File: src/i2cSensorPkg.sv
package i2cSensorPkg;

    // one byte on the bus
    typedef logic [7:0] byteT;

    // temperature result, high byte first
    typedef logic [15:0] wordT;

    // conversion wait and sample interval counts
    typedef logic [31:0] timerT;

    // commands from the sequencer to the byte master
    typedef struct packed {
        logic startProcess;
        logic receiveSend_n;
        byteT readCount;
        logic fifoWrite;
        logic fifoReadNext;
        byteT data;
    } i2cCtrlT;

    // status from the byte master back to the sequencer
    typedef struct packed {
        logic busy;
        logic error;
        byteT data;
    } i2cStatT;

endpackage

File: src/i2cByteFifo.sv
`timescale 1ns/1ps

module i2cByteFifo
#(
    parameter int FifoDepth = 4
)
(
    input  logic               Clk_i,
    input  logic               rst_i,
    input  logic               push_i,
    input  i2cSensorPkg::byteT pushData_i,
    input  logic               pop_i,
    output i2cSensorPkg::byteT head_o,
    output logic               empty_o,
    output logic               full_o
);

    localparam int PtrW = $clog2(FifoDepth);
    localparam int CntW = $clog2(FifoDepth + 1);

    i2cSensorPkg::byteT mem [FifoDepth];
    logic [PtrW-1:0]    rdPtr;
    logic [PtrW-1:0]    wrPtr;
    logic [CntW-1:0]    count;

    always_ff @(posedge Clk_i)
    begin
        if (push_i)
            mem[wrPtr] <= pushData_i;
    end

    always_ff @(posedge Clk_i)
    begin
        if (rst_i)
        begin
            rdPtr <= '0;
            wrPtr <= '0;
            count <= '0;
        end
        else
        begin
            // pointers wrap explicitly so any depth works
            if (push_i)
                wrPtr <= (wrPtr == PtrW'(FifoDepth - 1)) ? '0 : wrPtr + 1'b1;
            if (pop_i)
                rdPtr <= (rdPtr == PtrW'(FifoDepth - 1)) ? '0 : rdPtr + 1'b1;
            case ({push_i, pop_i})
                2'b10:   count <= count + 1'b1;
                2'b01:   count <= count - 1'b1;
                default: count <= count;
            endcase
        end
    end

    assign head_o  = mem[rdPtr];
    assign empty_o = (count == '0);
    assign full_o  = (count == CntW'(FifoDepth));

    noOverUnderflow: assert property (@(posedge Clk_i) disable iff (rst_i)
        !(push_i && full_o) && !(pop_i && empty_o))
        else $error("byte fifo overflow or underflow");

endmodule

File: src/i2cMaster.sv
`timescale 1ns/1ps

module i2cMaster
#(
    parameter int ClkDiv    = 4,
    parameter int FifoDepth = 4
)
(
    input  logic                  Clk_i,
    input  logic                  rst_i,
    input  i2cSensorPkg::i2cCtrlT I2cCtrl_i,
    output i2cSensorPkg::i2cStatT I2cStat_o,
    input  logic                  scl_i,
    input  logic                  sda_i,
    output logic                  sclDriveLow_o,
    output logic                  sdaDriveLow_o
);

    localparam int DivW = $clog2(ClkDiv);

    typedef enum logic [2:0] {
        stIdle,
        stStart,
        stBit,
        stAck,
        stStop,
        stDrain
    } stateT;

    stateT              state;
    logic [1:0]         phase;
    logic [DivW-1:0]    divCnt;
    logic [2:0]         bitCnt;
    logic               engineRun;
    logic               tick;
    logic               lastTick;
    logic               phaseStep;
    logic               readMode;
    logic               rxActive;
    logic               nackSeen;
    i2cSensorPkg::byteT readLeft;
    i2cSensorPkg::byteT shiftReg;
    logic               loadNext;
    logic               masterPush;
    logic               masterPop;
    logic               fifoPush;
    i2cSensorPkg::byteT fifoPushData;
    logic               fifoPop;
    i2cSensorPkg::byteT fifoHead;
    logic               fifoEmpty;
    logic               fifoFull;

    // quarter SCL period divider, runs only while the bit engine is active
    assign engineRun = (state == stStart) || (state == stBit) ||
                       (state == stAck) || (state == stStop);
    assign tick      = engineRun && (divCnt == DivW'(ClkDiv - 1));
    assign lastTick  = tick && (phase == 2'd3);

    always_ff @(posedge Clk_i)
    begin
        if (rst_i || !engineRun || tick)
            divCnt <= '0;
        else
            divCnt <= divCnt + 1'b1;
    end

    // start waits in its first quarter until both lines are released
    assign phaseStep = tick && !((state == stStart) && (phase == 2'd0) && !(scl_i && sda_i));

    assign loadNext   = (state == stAck) && lastTick && !rxActive && !nackSeen &&
                        !readMode && !fifoEmpty;
    assign masterPush = (state == stBit) && lastTick && rxActive && (bitCnt == 3'd0);
    assign masterPop  = ((state == stIdle) && I2cCtrl_i.startProcess) || loadNext ||
                        ((state == stDrain) && !fifoEmpty);

    always_ff @(posedge Clk_i)
    begin
        if (rst_i)
        begin
            state    <= stIdle;
            phase    <= '0;
            bitCnt   <= '0;
            readMode <= 1'b0;
            rxActive <= 1'b0;
            nackSeen <= 1'b0;
            readLeft <= '0;
        end
        else
        begin
            if (phaseStep)
                phase <= phase + 2'd1;
            case (state)
                stIdle:
                begin
                    if (I2cCtrl_i.startProcess)
                    begin
                        state    <= stStart;
                        readMode <= I2cCtrl_i.receiveSend_n;
                        readLeft <= I2cCtrl_i.readCount;
                        rxActive <= 1'b0;
                        nackSeen <= 1'b0;
                    end
                end
                stStart:
                begin
                    if (lastTick)
                    begin
                        state  <= stBit;
                        bitCnt <= 3'd7;
                    end
                end
                stBit:
                begin
                    if (lastTick)
                    begin
                        if (bitCnt == 3'd0)
                        begin
                            state <= stAck;
                            if (rxActive)
                                readLeft <= readLeft - 1'b1;
                        end
                        else
                        begin
                            bitCnt <= bitCnt - 1'b1;
                        end
                    end
                end
                stAck:
                begin
                    // slave acknowledge sampled while SCL is high
                    if (tick && (phase == 2'd2) && !rxActive)
                        nackSeen <= sda_i;
                    if (lastTick)
                    begin
                        bitCnt <= 3'd7;
                        if (rxActive)
                            state <= (readLeft == '0) ? stStop : stBit;
                        else if (nackSeen)
                            state <= stStop;
                        else if (readMode)
                        begin
                            // address accepted, switch to receiving
                            rxActive <= 1'b1;
                            state    <= stBit;
                        end
                        else if (fifoEmpty)
                            state <= stStop;
                        else
                            state <= stBit;
                    end
                end
                stStop:
                begin
                    if (lastTick)
                        state <= nackSeen ? stDrain : stIdle;
                end
                stDrain:
                begin
                    // throw away bytes queued behind the refused one
                    if (fifoEmpty)
                        state <= stIdle;
                end
                default:
                begin
                    state <= stIdle;
                end
            endcase
        end
    end

    // tx shifts out after the low quarter, rx samples in the second high quarter
    always_ff @(posedge Clk_i)
    begin
        if (masterPop)
            shiftReg <= fifoHead;
        else if ((state == stBit) && tick && rxActive && (phase == 2'd2))
            shiftReg <= {shiftReg[6:0], sda_i};
        else if ((state == stBit) && lastTick && !rxActive)
            shiftReg <= {shiftReg[6:0], 1'b0};
    end

    always_comb
    begin
        sclDriveLow_o = 1'b0;
        sdaDriveLow_o = 1'b0;
        case (state)
            stStart:
            begin
                sclDriveLow_o = (phase == 2'd3);
                sdaDriveLow_o = (phase != 2'd0);
            end
            stBit:
            begin
                sclDriveLow_o = (phase == 2'd0) || (phase == 2'd3);
                sdaDriveLow_o = !rxActive && !shiftReg[7];
            end
            stAck:
            begin
                // master ACKs every received byte but the last
                sclDriveLow_o = (phase == 2'd0) || (phase == 2'd3);
                sdaDriveLow_o = rxActive && (readLeft != '0);
            end
            stStop:
            begin
                sclDriveLow_o = (phase == 2'd0);
                sdaDriveLow_o = (phase < 2'd2);
            end
            default:
            begin
                sclDriveLow_o = 1'b0;
                sdaDriveLow_o = 1'b0;
            end
        endcase
    end

    // sequencer owns the FIFO input while idle, received bytes while busy
    assign fifoPush     = (state == stIdle) ? I2cCtrl_i.fifoWrite : masterPush;
    assign fifoPushData = (state == stIdle) ? I2cCtrl_i.data : shiftReg;
    assign fifoPop      = masterPop || I2cCtrl_i.fifoReadNext;

    i2cByteFifo
    #(
        .FifoDepth (FifoDepth)
    )
    fifoI
    (
        .Clk_i      (Clk_i),
        .rst_i      (rst_i),
        .push_i     (fifoPush),
        .pushData_i (fifoPushData),
        .pop_i      (fifoPop),
        .head_o     (fifoHead),
        .empty_o    (fifoEmpty),
        .full_o     (fifoFull)
    );

    assign I2cStat_o.busy  = (state != stIdle);
    assign I2cStat_o.error = (state == stDrain) && fifoEmpty;
    assign I2cStat_o.data  = fifoHead;

    noStartWhileBusy: assert property (@(posedge Clk_i) disable iff (rst_i)
        I2cCtrl_i.startProcess |-> !I2cStat_o.busy)
        else $error("transfer started while the master is busy");

    rxNeverFull: assert property (@(posedge Clk_i) disable iff (rst_i)
        masterPush |-> !fifoFull)
        else $error("received byte dropped on a full fifo");

endmodule

File: src/adt7410Fsm.sv
`timescale 1ns/1ps

module adt7410Fsm
(
    input  logic                  Clk_i,
    input  logic                  rst_i,
    input  logic                  Start_i,
    input  i2cSensorPkg::timerT   WaitPreset_i,
    input  i2cSensorPkg::i2cStatT I2cStat_i,
    output i2cSensorPkg::i2cCtrlT I2cCtrl_o,
    output logic                  Done_o,
    output logic                  Error_o,
    output logic                  Idle_o,
    output i2cSensorPkg::wordT    Result_o
);

    // address 0x48 shifted left, R/W in bit 0
    localparam i2cSensorPkg::byteT DevWrite   = 8'h90;
    localparam i2cSensorPkg::byteT DevRead    = 8'h91;
    localparam i2cSensorPkg::byteT CfgReg     = 8'h03;
    localparam i2cSensorPkg::byteT CfgOneShot = 8'h20;
    localparam i2cSensorPkg::byteT TempReg    = 8'h00;
    localparam i2cSensorPkg::byteT ReadBytes  = 8'h02;

    typedef enum logic [3:0] {
        stIdle,
        stWriteReq1,
        stWriteReq2,
        stStartReq,
        stWaitReq,
        stWait,
        stWriteAddr1,
        stStartAddr,
        stWaitAddr,
        stStartQuery,
        stWaitQuery,
        stRead1,
        stPause
    } stateT;

    stateT               state;
    stateT               nextState;
    i2cSensorPkg::timerT waitTimer;
    logic                timerZero;
    logic                wrHigh;
    logic                wrLow;
    i2cSensorPkg::byteT  highByte;
    i2cSensorPkg::byteT  lowByte;

    always_ff @(posedge Clk_i)
    begin
        if (rst_i)
            state <= stIdle;
        else
            state <= nextState;
    end

    always_comb
    begin
        nextState      = state;
        I2cCtrl_o      = '0;
        // address byte is the default so the data mux stays small
        I2cCtrl_o.data = DevWrite;
        Done_o         = 1'b0;
        Error_o        = 1'b0;
        wrHigh         = 1'b0;
        wrLow          = 1'b0;
        case (state)
            stIdle:
            begin
                // one-shot mode: 0x20 into config register 0x03
                if (Start_i)
                begin
                    nextState           = stWriteReq1;
                    I2cCtrl_o.fifoWrite = 1'b1;
                end
            end
            stWriteReq1:
            begin
                nextState           = stWriteReq2;
                I2cCtrl_o.data      = CfgReg;
                I2cCtrl_o.fifoWrite = 1'b1;
            end
            stWriteReq2:
            begin
                nextState           = stStartReq;
                I2cCtrl_o.data      = CfgOneShot;
                I2cCtrl_o.fifoWrite = 1'b1;
            end
            stStartReq:
            begin
                I2cCtrl_o.startProcess = 1'b1;
                nextState              = stWaitReq;
            end
            stWaitReq:
            begin
                if (I2cStat_i.error)
                begin
                    nextState = stIdle;
                    Error_o   = 1'b1;
                end
                else if (!I2cStat_i.busy)
                begin
                    nextState = stWait;
                end
            end
            stWait:
            begin
                // conversion time elapsed, set pointer to the temperature register
                if (timerZero)
                begin
                    nextState           = stWriteAddr1;
                    I2cCtrl_o.fifoWrite = 1'b1;
                end
            end
            stWriteAddr1:
            begin
                nextState           = stStartAddr;
                I2cCtrl_o.data      = TempReg;
                I2cCtrl_o.fifoWrite = 1'b1;
            end
            stStartAddr:
            begin
                I2cCtrl_o.startProcess = 1'b1;
                nextState              = stWaitAddr;
            end
            stWaitAddr:
            begin
                I2cCtrl_o.data = DevRead;
                if (I2cStat_i.error)
                begin
                    nextState = stIdle;
                    Error_o   = 1'b1;
                end
                else if (!I2cStat_i.busy)
                begin
                    nextState           = stStartQuery;
                    I2cCtrl_o.fifoWrite = 1'b1;
                end
            end
            stStartQuery:
            begin
                I2cCtrl_o.receiveSend_n = 1'b1;
                I2cCtrl_o.readCount     = ReadBytes;
                I2cCtrl_o.startProcess  = 1'b1;
                nextState               = stWaitQuery;
            end
            stWaitQuery:
            begin
                I2cCtrl_o.receiveSend_n = 1'b1;
                I2cCtrl_o.readCount     = ReadBytes;
                if (I2cStat_i.error)
                begin
                    nextState = stIdle;
                    Error_o   = 1'b1;
                end
                else if (!I2cStat_i.busy)
                begin
                    // first byte out of the FIFO is the MSB
                    nextState              = stRead1;
                    I2cCtrl_o.fifoReadNext = 1'b1;
                    wrHigh                 = 1'b1;
                end
            end
            stRead1:
            begin
                nextState              = stPause;
                I2cCtrl_o.fifoReadNext = 1'b1;
                wrLow                  = 1'b1;
            end
            stPause:
            begin
                Done_o    = 1'b1;
                nextState = stIdle;
            end
            default:
            begin
                nextState = stIdle;
            end
        endcase
    end

    // timer holds the preset until the wait state, then counts down to zero
    always_ff @(posedge Clk_i)
    begin
        if (rst_i)
            waitTimer <= '0;
        else if (state != stWait)
            waitTimer <= WaitPreset_i;
        else if (!timerZero)
            waitTimer <= waitTimer - 1'b1;
    end

    assign timerZero = (waitTimer == '0);

    always_ff @(posedge Clk_i)
    begin
        if (rst_i)
        begin
            highByte <= '0;
            lowByte  <= '0;
        end
        else
        begin
            if (wrHigh)
                highByte <= I2cStat_i.data;
            if (wrLow)
                lowByte <= I2cStat_i.data;
        end
    end

    assign Result_o = {highByte, lowByte};
    assign Idle_o   = (state == stIdle);

    // the master takes sequencer pushes into its FIFO only while it is idle
    pushWhileIdle: assert property (@(posedge Clk_i) disable iff (rst_i)
        I2cCtrl_o.fifoWrite |-> !I2cStat_i.busy)
        else $error("fifo push while the master is busy");

endmodule

File: src/tempMonitor.sv
`timescale 1ns/1ps

module tempMonitor
(
    input  logic                Clk_i,
    input  logic                rst_i,
    input  logic                Enable_i,
    input  i2cSensorPkg::timerT SamplePeriod_i,
    input  i2cSensorPkg::wordT  Threshold_i,
    input  logic                Done_i,
    input  logic                Idle_i,
    input  i2cSensorPkg::wordT  Result_i,
    output logic                Start_o,
    output logic                Interrupt_o,
    output i2cSensorPkg::wordT  Value_o
);

    i2cSensorPkg::timerT intervalCnt;
    logic                tickPending;
    i2cSensorPkg::wordT  diff;
    logic                overThreshold;

    // a pending tick waits here until the sequencer is back in idle
    assign Start_o = Enable_i && tickPending && Idle_i;

    always_ff @(posedge Clk_i)
    begin
        if (rst_i)
        begin
            intervalCnt <= '0;
            tickPending <= 1'b0;
        end
        else if (!Enable_i)
        begin
            intervalCnt <= SamplePeriod_i;
            tickPending <= 1'b0;
        end
        else if (intervalCnt == '0)
        begin
            intervalCnt <= SamplePeriod_i;
            tickPending <= 1'b1;
        end
        else
        begin
            intervalCnt <= intervalCnt - 1'b1;
            if (Start_o)
                tickPending <= 1'b0;
        end
    end

    // words compared as unsigned codes
    assign diff          = (Result_i > Value_o) ? (Result_i - Value_o) : (Value_o - Result_i);
    assign overThreshold = (diff > Threshold_i);

    always_ff @(posedge Clk_i)
    begin
        if (rst_i)
        begin
            Interrupt_o <= 1'b0;
            Value_o     <= '0;
        end
        else
        begin
            Interrupt_o <= Done_i && overThreshold;
            if (Done_i && overThreshold)
                Value_o <= Result_i;
        end
    end

endmodule

File: src/sensorTop.sv
`timescale 1ns/1ps

module sensorTop
#(
    parameter int ClkDiv    = 4,
    parameter int FifoDepth = 4
)
(
    input  logic                Clk_i,
    input  logic                rst_i,
    input  logic                Enable_i,
    input  i2cSensorPkg::timerT SamplePeriod_i,
    input  i2cSensorPkg::timerT WaitPreset_i,
    input  i2cSensorPkg::wordT  Threshold_i,
    input  logic                scl_i,
    input  logic                sda_i,
    output logic                sclDriveLow_o,
    output logic                sdaDriveLow_o,
    output logic                Interrupt_o,
    output logic                Error_o,
    output logic                Done_o,
    output i2cSensorPkg::wordT  Value_o
);

    logic                  start;
    logic                  seqIdle;
    i2cSensorPkg::wordT    result;
    i2cSensorPkg::i2cCtrlT i2cCtrl;
    i2cSensorPkg::i2cStatT i2cStat;

    tempMonitor tempMonitorI
    (
        .Clk_i          (Clk_i),
        .rst_i          (rst_i),
        .Enable_i       (Enable_i),
        .SamplePeriod_i (SamplePeriod_i),
        .Threshold_i    (Threshold_i),
        .Done_i         (Done_o),
        .Idle_i         (seqIdle),
        .Result_i       (result),
        .Start_o        (start),
        .Interrupt_o    (Interrupt_o),
        .Value_o        (Value_o)
    );

    adt7410Fsm adt7410FsmI
    (
        .Clk_i        (Clk_i),
        .rst_i        (rst_i),
        .Start_i      (start),
        .WaitPreset_i (WaitPreset_i),
        .I2cStat_i    (i2cStat),
        .I2cCtrl_o    (i2cCtrl),
        .Done_o       (Done_o),
        .Error_o      (Error_o),
        .Idle_o       (seqIdle),
        .Result_o     (result)
    );

    i2cMaster
    #(
        .ClkDiv    (ClkDiv),
        .FifoDepth (FifoDepth)
    )
    i2cMasterI
    (
        .Clk_i         (Clk_i),
        .rst_i         (rst_i),
        .I2cCtrl_i     (i2cCtrl),
        .I2cStat_o     (i2cStat),
        .scl_i         (scl_i),
        .sda_i         (sda_i),
        .sclDriveLow_o (sclDriveLow_o),
        .sdaDriveLow_o (sdaDriveLow_o)
    );

endmodule

File: config.mk
export PLATFORM = sky130hd
export DESIGN_NAME = sensorTop
export DESIGN_NICKNAME = d
export VERILOG_FILES = /design/src/i2cSensorPkg.sv /design/src/i2cByteFifo.sv /design/src/i2cMaster.sv /design/src/adt7410Fsm.sv /design/src/tempMonitor.sv /design/src/sensorTop.sv
export SDC_FILE = /design/constraint.sdc
export NUM_CORES = 1
export LEC_CHECK = 0
export BUFFER_PORTS_ARGS = -buffer_cell sky130_fd_sc_hd__clkbuf_2
export CORE_MARGIN = 10
export CORE_UTILIZATION = 60
export DETAILED_ROUTE_END_ITERATION = 10
export GPL_TIMING_DRIVEN = 0
export PLACE_DENSITY = 0.81
export SLEW_MARGIN = 5
export SYNTH_ARGS = -nofsm -noshare
export SYNTH_HDL_FRONTEND = slang
export SYNTH_SLANG_ARGS = --single-unit
File: constraint.sdc
create_clock -name Clk_i -period 5.92 [get_ports Clk_i]
set_input_delay 1.184 -clock Clk_i [delete_from_list [all_inputs] [get_ports Clk_i]]
set_output_delay 1.184 -clock Clk_i [all_outputs]
set_load 0.02 [all_outputs]
After elaboration in Yosys (flattened, before gate mapping)
Memories as Yosys holds them, arrays and structs flattened. A register that Yosys moved wholly into a read port is not among the register bits.
Index checks and enable logic that the tools add are counted.
Cells by class
  add/sub/neg operators: 12
  magnitude comparators: 3
  equal/unequal tests: 42
  multiplexer cells: 75
  bitwise logic cells: 1
  reduce and logical (&&, ||, !) cells: 76
Operators with widths (count)
  2-to-1 mux 32 bit: 4
  logical NOT 32 bit: 2
  2-to-1 mux 8 bit: 8
  subtractor 32 x 1 -> 32 bit, second input constant: 2
  2-to-1 mux 3 bit: 16
  case mux 4 bit (12 select lines): 1
  greater-than comparator 16 bit: 2
  2-to-1 mux 4 bit: 8
  case mux 8 bit (4 select lines): 1
  subtractor 16 bit: 2
  logical AND 1 bit: 28
  != test 2 x 1 -> 1 bit, second input constant: 11
  2-to-1 mux 1 bit: 21
  == test 4 bit, second input constant: 5
  case mux 3 bit (6 select lines): 1
  == test 4 x 3 -> 1 bit, second input constant: 4
  2-to-1 mux 16 bit: 1
  case mux 8 bit (2 select lines): 1
  == test 2 bit, second input constant: 6
  case mux 3 bit (2 select lines): 2
  nonzero test 2 bit: 6
  AND reduction 5 bit: 2
  logical NOT 3 bit: 3
  logical OR 1 bit: 9
  other kinds (32): 63
Word-level totals
  bits in registers: 138
  bits in writable memories: 32
  bits of input ports: 85
  output and inout bits: 21
  word-level logic and storage cells: 230
  memories: 1
Memory list
  i2cMasterI.fifoI.mem: words 4, width 8, read ports 1, clocked after memory_dff 1, wr ports 1, RTL line i2cByteFifo.sv:21  | i2cSensorPkg::byteT mem [FifoDepth];

Longest topological paths before layout
  depth after elaboration: 16
  mapped depth: 21
  gate-level depth less buffers: 19

By module
A second synthesis with hierarchy kept.
Second synthesis, totals
  cells, all modules: 1218
  area total of the unflattened synthesis: 10905.5 um2
Modules (own cells, without submodules)
  tempMonitor: instances 1, cells an instance 548, area each 4425.5 um2, seq. area each 1001.0 um2
  adt7410Fsm: instances 1, cells an instance 347, area each 2767.7 um2, seq. area each 1041.0 um2
  i2cMaster: instances 1, cells an instance 234, area each 2109.5 um2, seq. area each 660.6 um2
  i2cByteFifo: instances 1, cells an instance 89, area each 1602.8 um2, seq. area each 1141.1 um2

Worst setup path after synthesis
OpenSTA, ideal clock, no wires.
  path kind: register to register
  start point: reg tempMonitorI.Value_o[11]
  end point: reg tempMonitorI.Value_o[10]
  arrival time: 4.690 ns
  data required time: 5.850 ns
  slack: 1.160 ns
  stages on the path, launching flop included: 21
  clock period less this slack: 4.760 ns
  path through: dfxtp_1 inv_1 ha_1 clkbuf_1 a211oi_1 o21ai_0 a211oi_1 a21o_1 clkbuf_1 mux2_2 a221oi_1 xnor2_1 ha_1 a21o_1 a21o_1 a21oi_1 o21ai_0 a221oi_1 clkbuf_1 o21ai_0 a21oi_1
Between the ends
  longest elaborated chain between the ends: 4
Ends and longest elaborated chain
  from (decl): RTL line tempMonitor.sv:15  | output i2cSensorPkg::wordT Value_o
  from (signal assigned): RTL line tempMonitor.sv:66  | Value_o <= Result_i;
  subtractor 16 bit / greater-than comparator 16 bit (equally long branches): RTL line tempMonitor.sv:52  | assign diff = (Result_i > Value_o) ? (Result_i - Value_o) : (Value_o - Result_i);
  2-to-1 mux 16 bit (*): RTL line tempMonitor.sv:52
  greater-than comparator 16 bit (*): RTL line tempMonitor.sv:53  | assign overThreshold = (diff > Threshold_i);
  logical AND 1 bit (*): RTL line tempMonitor.sv:65  | if (Done_i && overThreshold)
Every way passes the cells marked *; elsewhere a longest branch is shown, timed or not.
A chain may end at the register's enable or synchronous reset.

Final worst setup path
  start point: reg tempMonitorI.Value_o[12]
  end point: reg tempMonitorI.Value_o[8]
Same word-level chain as after synthesis.

==> impl_metrics.json <==
{
  "core_sq_um": 16600,
  "hpwl_um": 19700,
  "clk_latency_ns": 0.44,
  "critPathSlowestCell": "nor4_1",
  "crit_type": "reg -> reg",
  "static-leakage-power_nw": 4.71,
  "start_util_pct": 61.4,
  "gp_congestion": 0.943,
  "dieHeight_um": 151,
  "cp.required_ns": 6.28,
  "hp-class": "reg -> reg",
  "period_share_pct": 91.3,
  "slowest_delay_ns": 0.45,
  "grt_max_degree": 19,
  "drv_cap": 0,
  "tightest_slew_ns": 1.16,
  "synth-seq-cells": 172,
  "antenna_found_initial": 0,
  "syn2layout_area_growth_pct": 13.6,
  "cts_tree": "yes",
  "cpMostUsedCell": "clkbuf_1",
  "clk_pin_slew_ns": 0.07,
  "crit_buf_inv": 5,
  "end_kind": "flip-flop",
  "ant_nets": 0,
  "wire_per_inst_um": 16.8,
  "syn_area_sq_um": 10200,
  "fin_crit_ns": 5.41,
  "drtPass1Iterations": 5,
  "syn_inst": 1180,
  "grt_pass1_wl_um": 41700,
  "ir_drop_mv": 0.191,
  "yosysWarnings": 0,
  "async_flop_share_pct": 0,
  "grt.overflow.total": 0,
  "cp.arrival_ns": 5.76,
  "cts_hold_buf": 0,
  "max_clock_freq_mhz": 185,
  "nNetsFinal": 1456,
  "port_buffers": 104,
  "wirelength_um": 25900,
  "cts_buffers": 17,
  "layout-drive-gt1-share_pct": 13.7,
  "worst_setup_path_start_kind": "flip-flop",
  "fin_worst_skew_ns": 0.0135,
  "grt.total_usage_pct": 22.5,
  "p_per_area_nw_per_um2": 237,
  "synth_ff_type": "dfxtp_1",
  "viasPerCell": 5.87,
  "antenna_cells": 0,
  "syn_nets": 1331,
  "initialDrtViolationCount": 616,
  "synth-edff-count": 40,
  "slew_viol_final": 0,
  "io_pins": 106,
  "grt_pass1_vias": 8748,
  "route.detailed.drc": 0,
  "yosysSeqAreaShare_pct": 37.6,
  "rsz0062_at_grt": "false",
  "startpoint": "tempMonitorI.Value_o[12]",
  "cts_sinks": 172,
  "hold_viol_final": 0,
  "cts-root-buf": "clkbuf_16",
  "r2r_start": "tempMonitorI.Value_o[12]",
  "setup_violations": 0,
  "crit_path_max_fanout": 10,
  "htree_levels": 4,
  "hp-start": "i2cMasterI.divCnt[0]",
  "dieArea_sq_um": 22700,
  "vias": 9028,
  "final_cell_area_sq_um": 11600,
  "slew_headroom_pct": 21.8,
  "finalPower_mw": 2.76,
  "die_width_um": 151,
  "cts_buffer_depth": 2,
  "cp_cell_sequence": "inv_1, ha_1, clkbuf_1, nand3_1, nor4_1, and4_1, a21o_1, clkbuf_1, mux2_2, a41oi_1, xnor2_1, ha_1, and4_1, and2_1, inv_1, o21ai_1, clkbuf_1, o21ai_0, a21oi_1",
  "synthDistinctLibCells": 69,
  "placed_cell_area_sq_um": 11000,
  "status": "finished clean",
  "crit_family": "simple AND/OR/NAND/NOR gates",
  "rows": 47,
  "avgSynthCellArea_sq_um": 8.66,
  "fin_tns_setup_ns": 0
}
-- metrics by stage --
| step | util, % | cells | hold slack, ns | worst slack, ns |
|---|---|---|---|---|
| 4_1_cts | 69.6 | 1536 | 0.421 | 0.216 |
| 2_1_floorplan | - | 1180 | 0.396 | 1.16 |
| 6_report | 69.7 | 1538 | 0.416 | 0.512 |
| 5_1_grt | 69.7 | 1538 | 0.449 | 0.107 |
| 3_3_place_gp | 66.2 | 1504 | 0.406 | 0.315 |
| 3_5_place_dp | 66.2 | 1504 | 0.411 | 0.290 |
-- cells by family after synthesis --
| group | Yosys count | share of synthesized area [%] |
|---|---|---|
| simple gates | 415 | 19.9 |
| compound gates | 271 | 17.4 |
| flops | 172 | 37.6 |
| buf+inv | 142 | 5.41 |
| xor+xnor | 76 | 6.51 |
| fa+ha+maj | 66 | 8.30 |
| mux | 38 | 4.84 |
-- layout by cell type, fill, tap and decap left out, types with 17 or more instances in the layout --
master,Yosys,layout
nor3_1,34,34
dfxtp_1,132,132
xor2_1,37,37
a21oi_1,75,75
nor2_1,146,146
clkbuf_16,0,17
mux2i_1,19,19
a211oi_1,48,48
o21ai_0,50,50
xnor2_1,39,39
edfxtp_1,40,40
ha_1,63,63
clkbuf_1,50,50
nand2_1,75,75
nand3_1,47,47
clkbuf_2,0,104
inv_1,79,79
-- report_power, final --
group | switching (mW) | total [mW] | internal [mW]
clock | 0.522 | 1.08 | 0.560
combinational | 0.222 | 0.364 | 0.141
sequential | 0.0426 | 1.31 | 1.27
total | 0.787 | 2.76 | 1.97
-- routing by layer --
layer | GRT usage (%) | wire (um) | vias to the layer above
li1 | - | - | 4450
met1 | 27.5 | 10900 | 4168
met2 | 38.3 | 12400 | 346
met3 | 3.81 | 1820 | 64
met4 | 9.62 | 788 | 0
met5 | 0 | 0 | -
-- state kept, by name (all words and copies together), names as in the netlist, named ones only --
register                  cells
adt7410FsmI.lowByte           8
i2cMasterI.phase              2
tempMonitorI.Interrupt_o      1
tempMonitorI.Value_o         16
i2cMasterI.nackSeen           1
i2cMasterI.state              3
i2cMasterI.readLeft           8
i2cMasterI.rxActive           1
i2cMasterI.divCnt             2
i2cMasterI.fifoI.mem         32
i2cMasterI.fifoI.wrPtr        2
adt7410FsmI.waitTimer        32
tempMonitorI.tickPending      1
i2cMasterI.fifoI.rdPtr        2
i2cMasterI.bitCnt             3
adt7410FsmI.highByte          8
adt7410FsmI.state             4
i2cMasterI.readMode           1
i2cMasterI.fifoI.count        3
tempMonitorI.intervalCnt     32
i2cMasterI.shiftReg           8
-- area by class of cell --
type	count	area, sq um
multi-input cells	866	5830
fillers	1348	5030
flip-flops and latches	172	3840
repair buffers	106	536
clock buffers	17	425
inverters	79	297
well taps	220	275
plain buffers	63	256
clock inverters	15	144
-- final timing paths --
path	slack (ns)	cells past startpoint	to
max	0.51	19	tempMonitorI.Value_o[8]
max reg2reg	0.51	19	tempMonitorI.Value_o[8]
min	0.42	1	i2cMasterI.divCnt[0]
min reg2reg	0.42	1	i2cMasterI.divCnt[0]
-- cells in the mapped netlist, drive strengths merged (10+ instances only) --
library cell  instances  share of area [%]
a211oi               49                3.6
a21o                 14                1.0
a21oi                76                3.8
a22oi                15                1.1
and2                 10               0.61
and3                 10               0.61
buf                  13               0.67
clkbuf               50                1.8
dfxtp               132                 26
edfxtp               40                 12
ha                   63                7.7
inv                  79                2.9
mux2                 11                1.2
mux2i                19                1.9
nand2                75                2.8
nand3                47                2.3
nor2                148                5.5
nor2b                14               0.86
nor3                 38                2.1
nor4                 18                1.4
o21ai                51                2.5
or3                  16               0.98
xnor2                39                3.3
xor2                 37                3.2
-- what timing repair did --
item | CTS | global route
resized for setup | 0 | 1
endpoints found under the hold margin | 0 | 0
setup endpoints to repair | 0 | 10
buffers inserted | 0 | 2
Power figures use the tool's default switching activity.
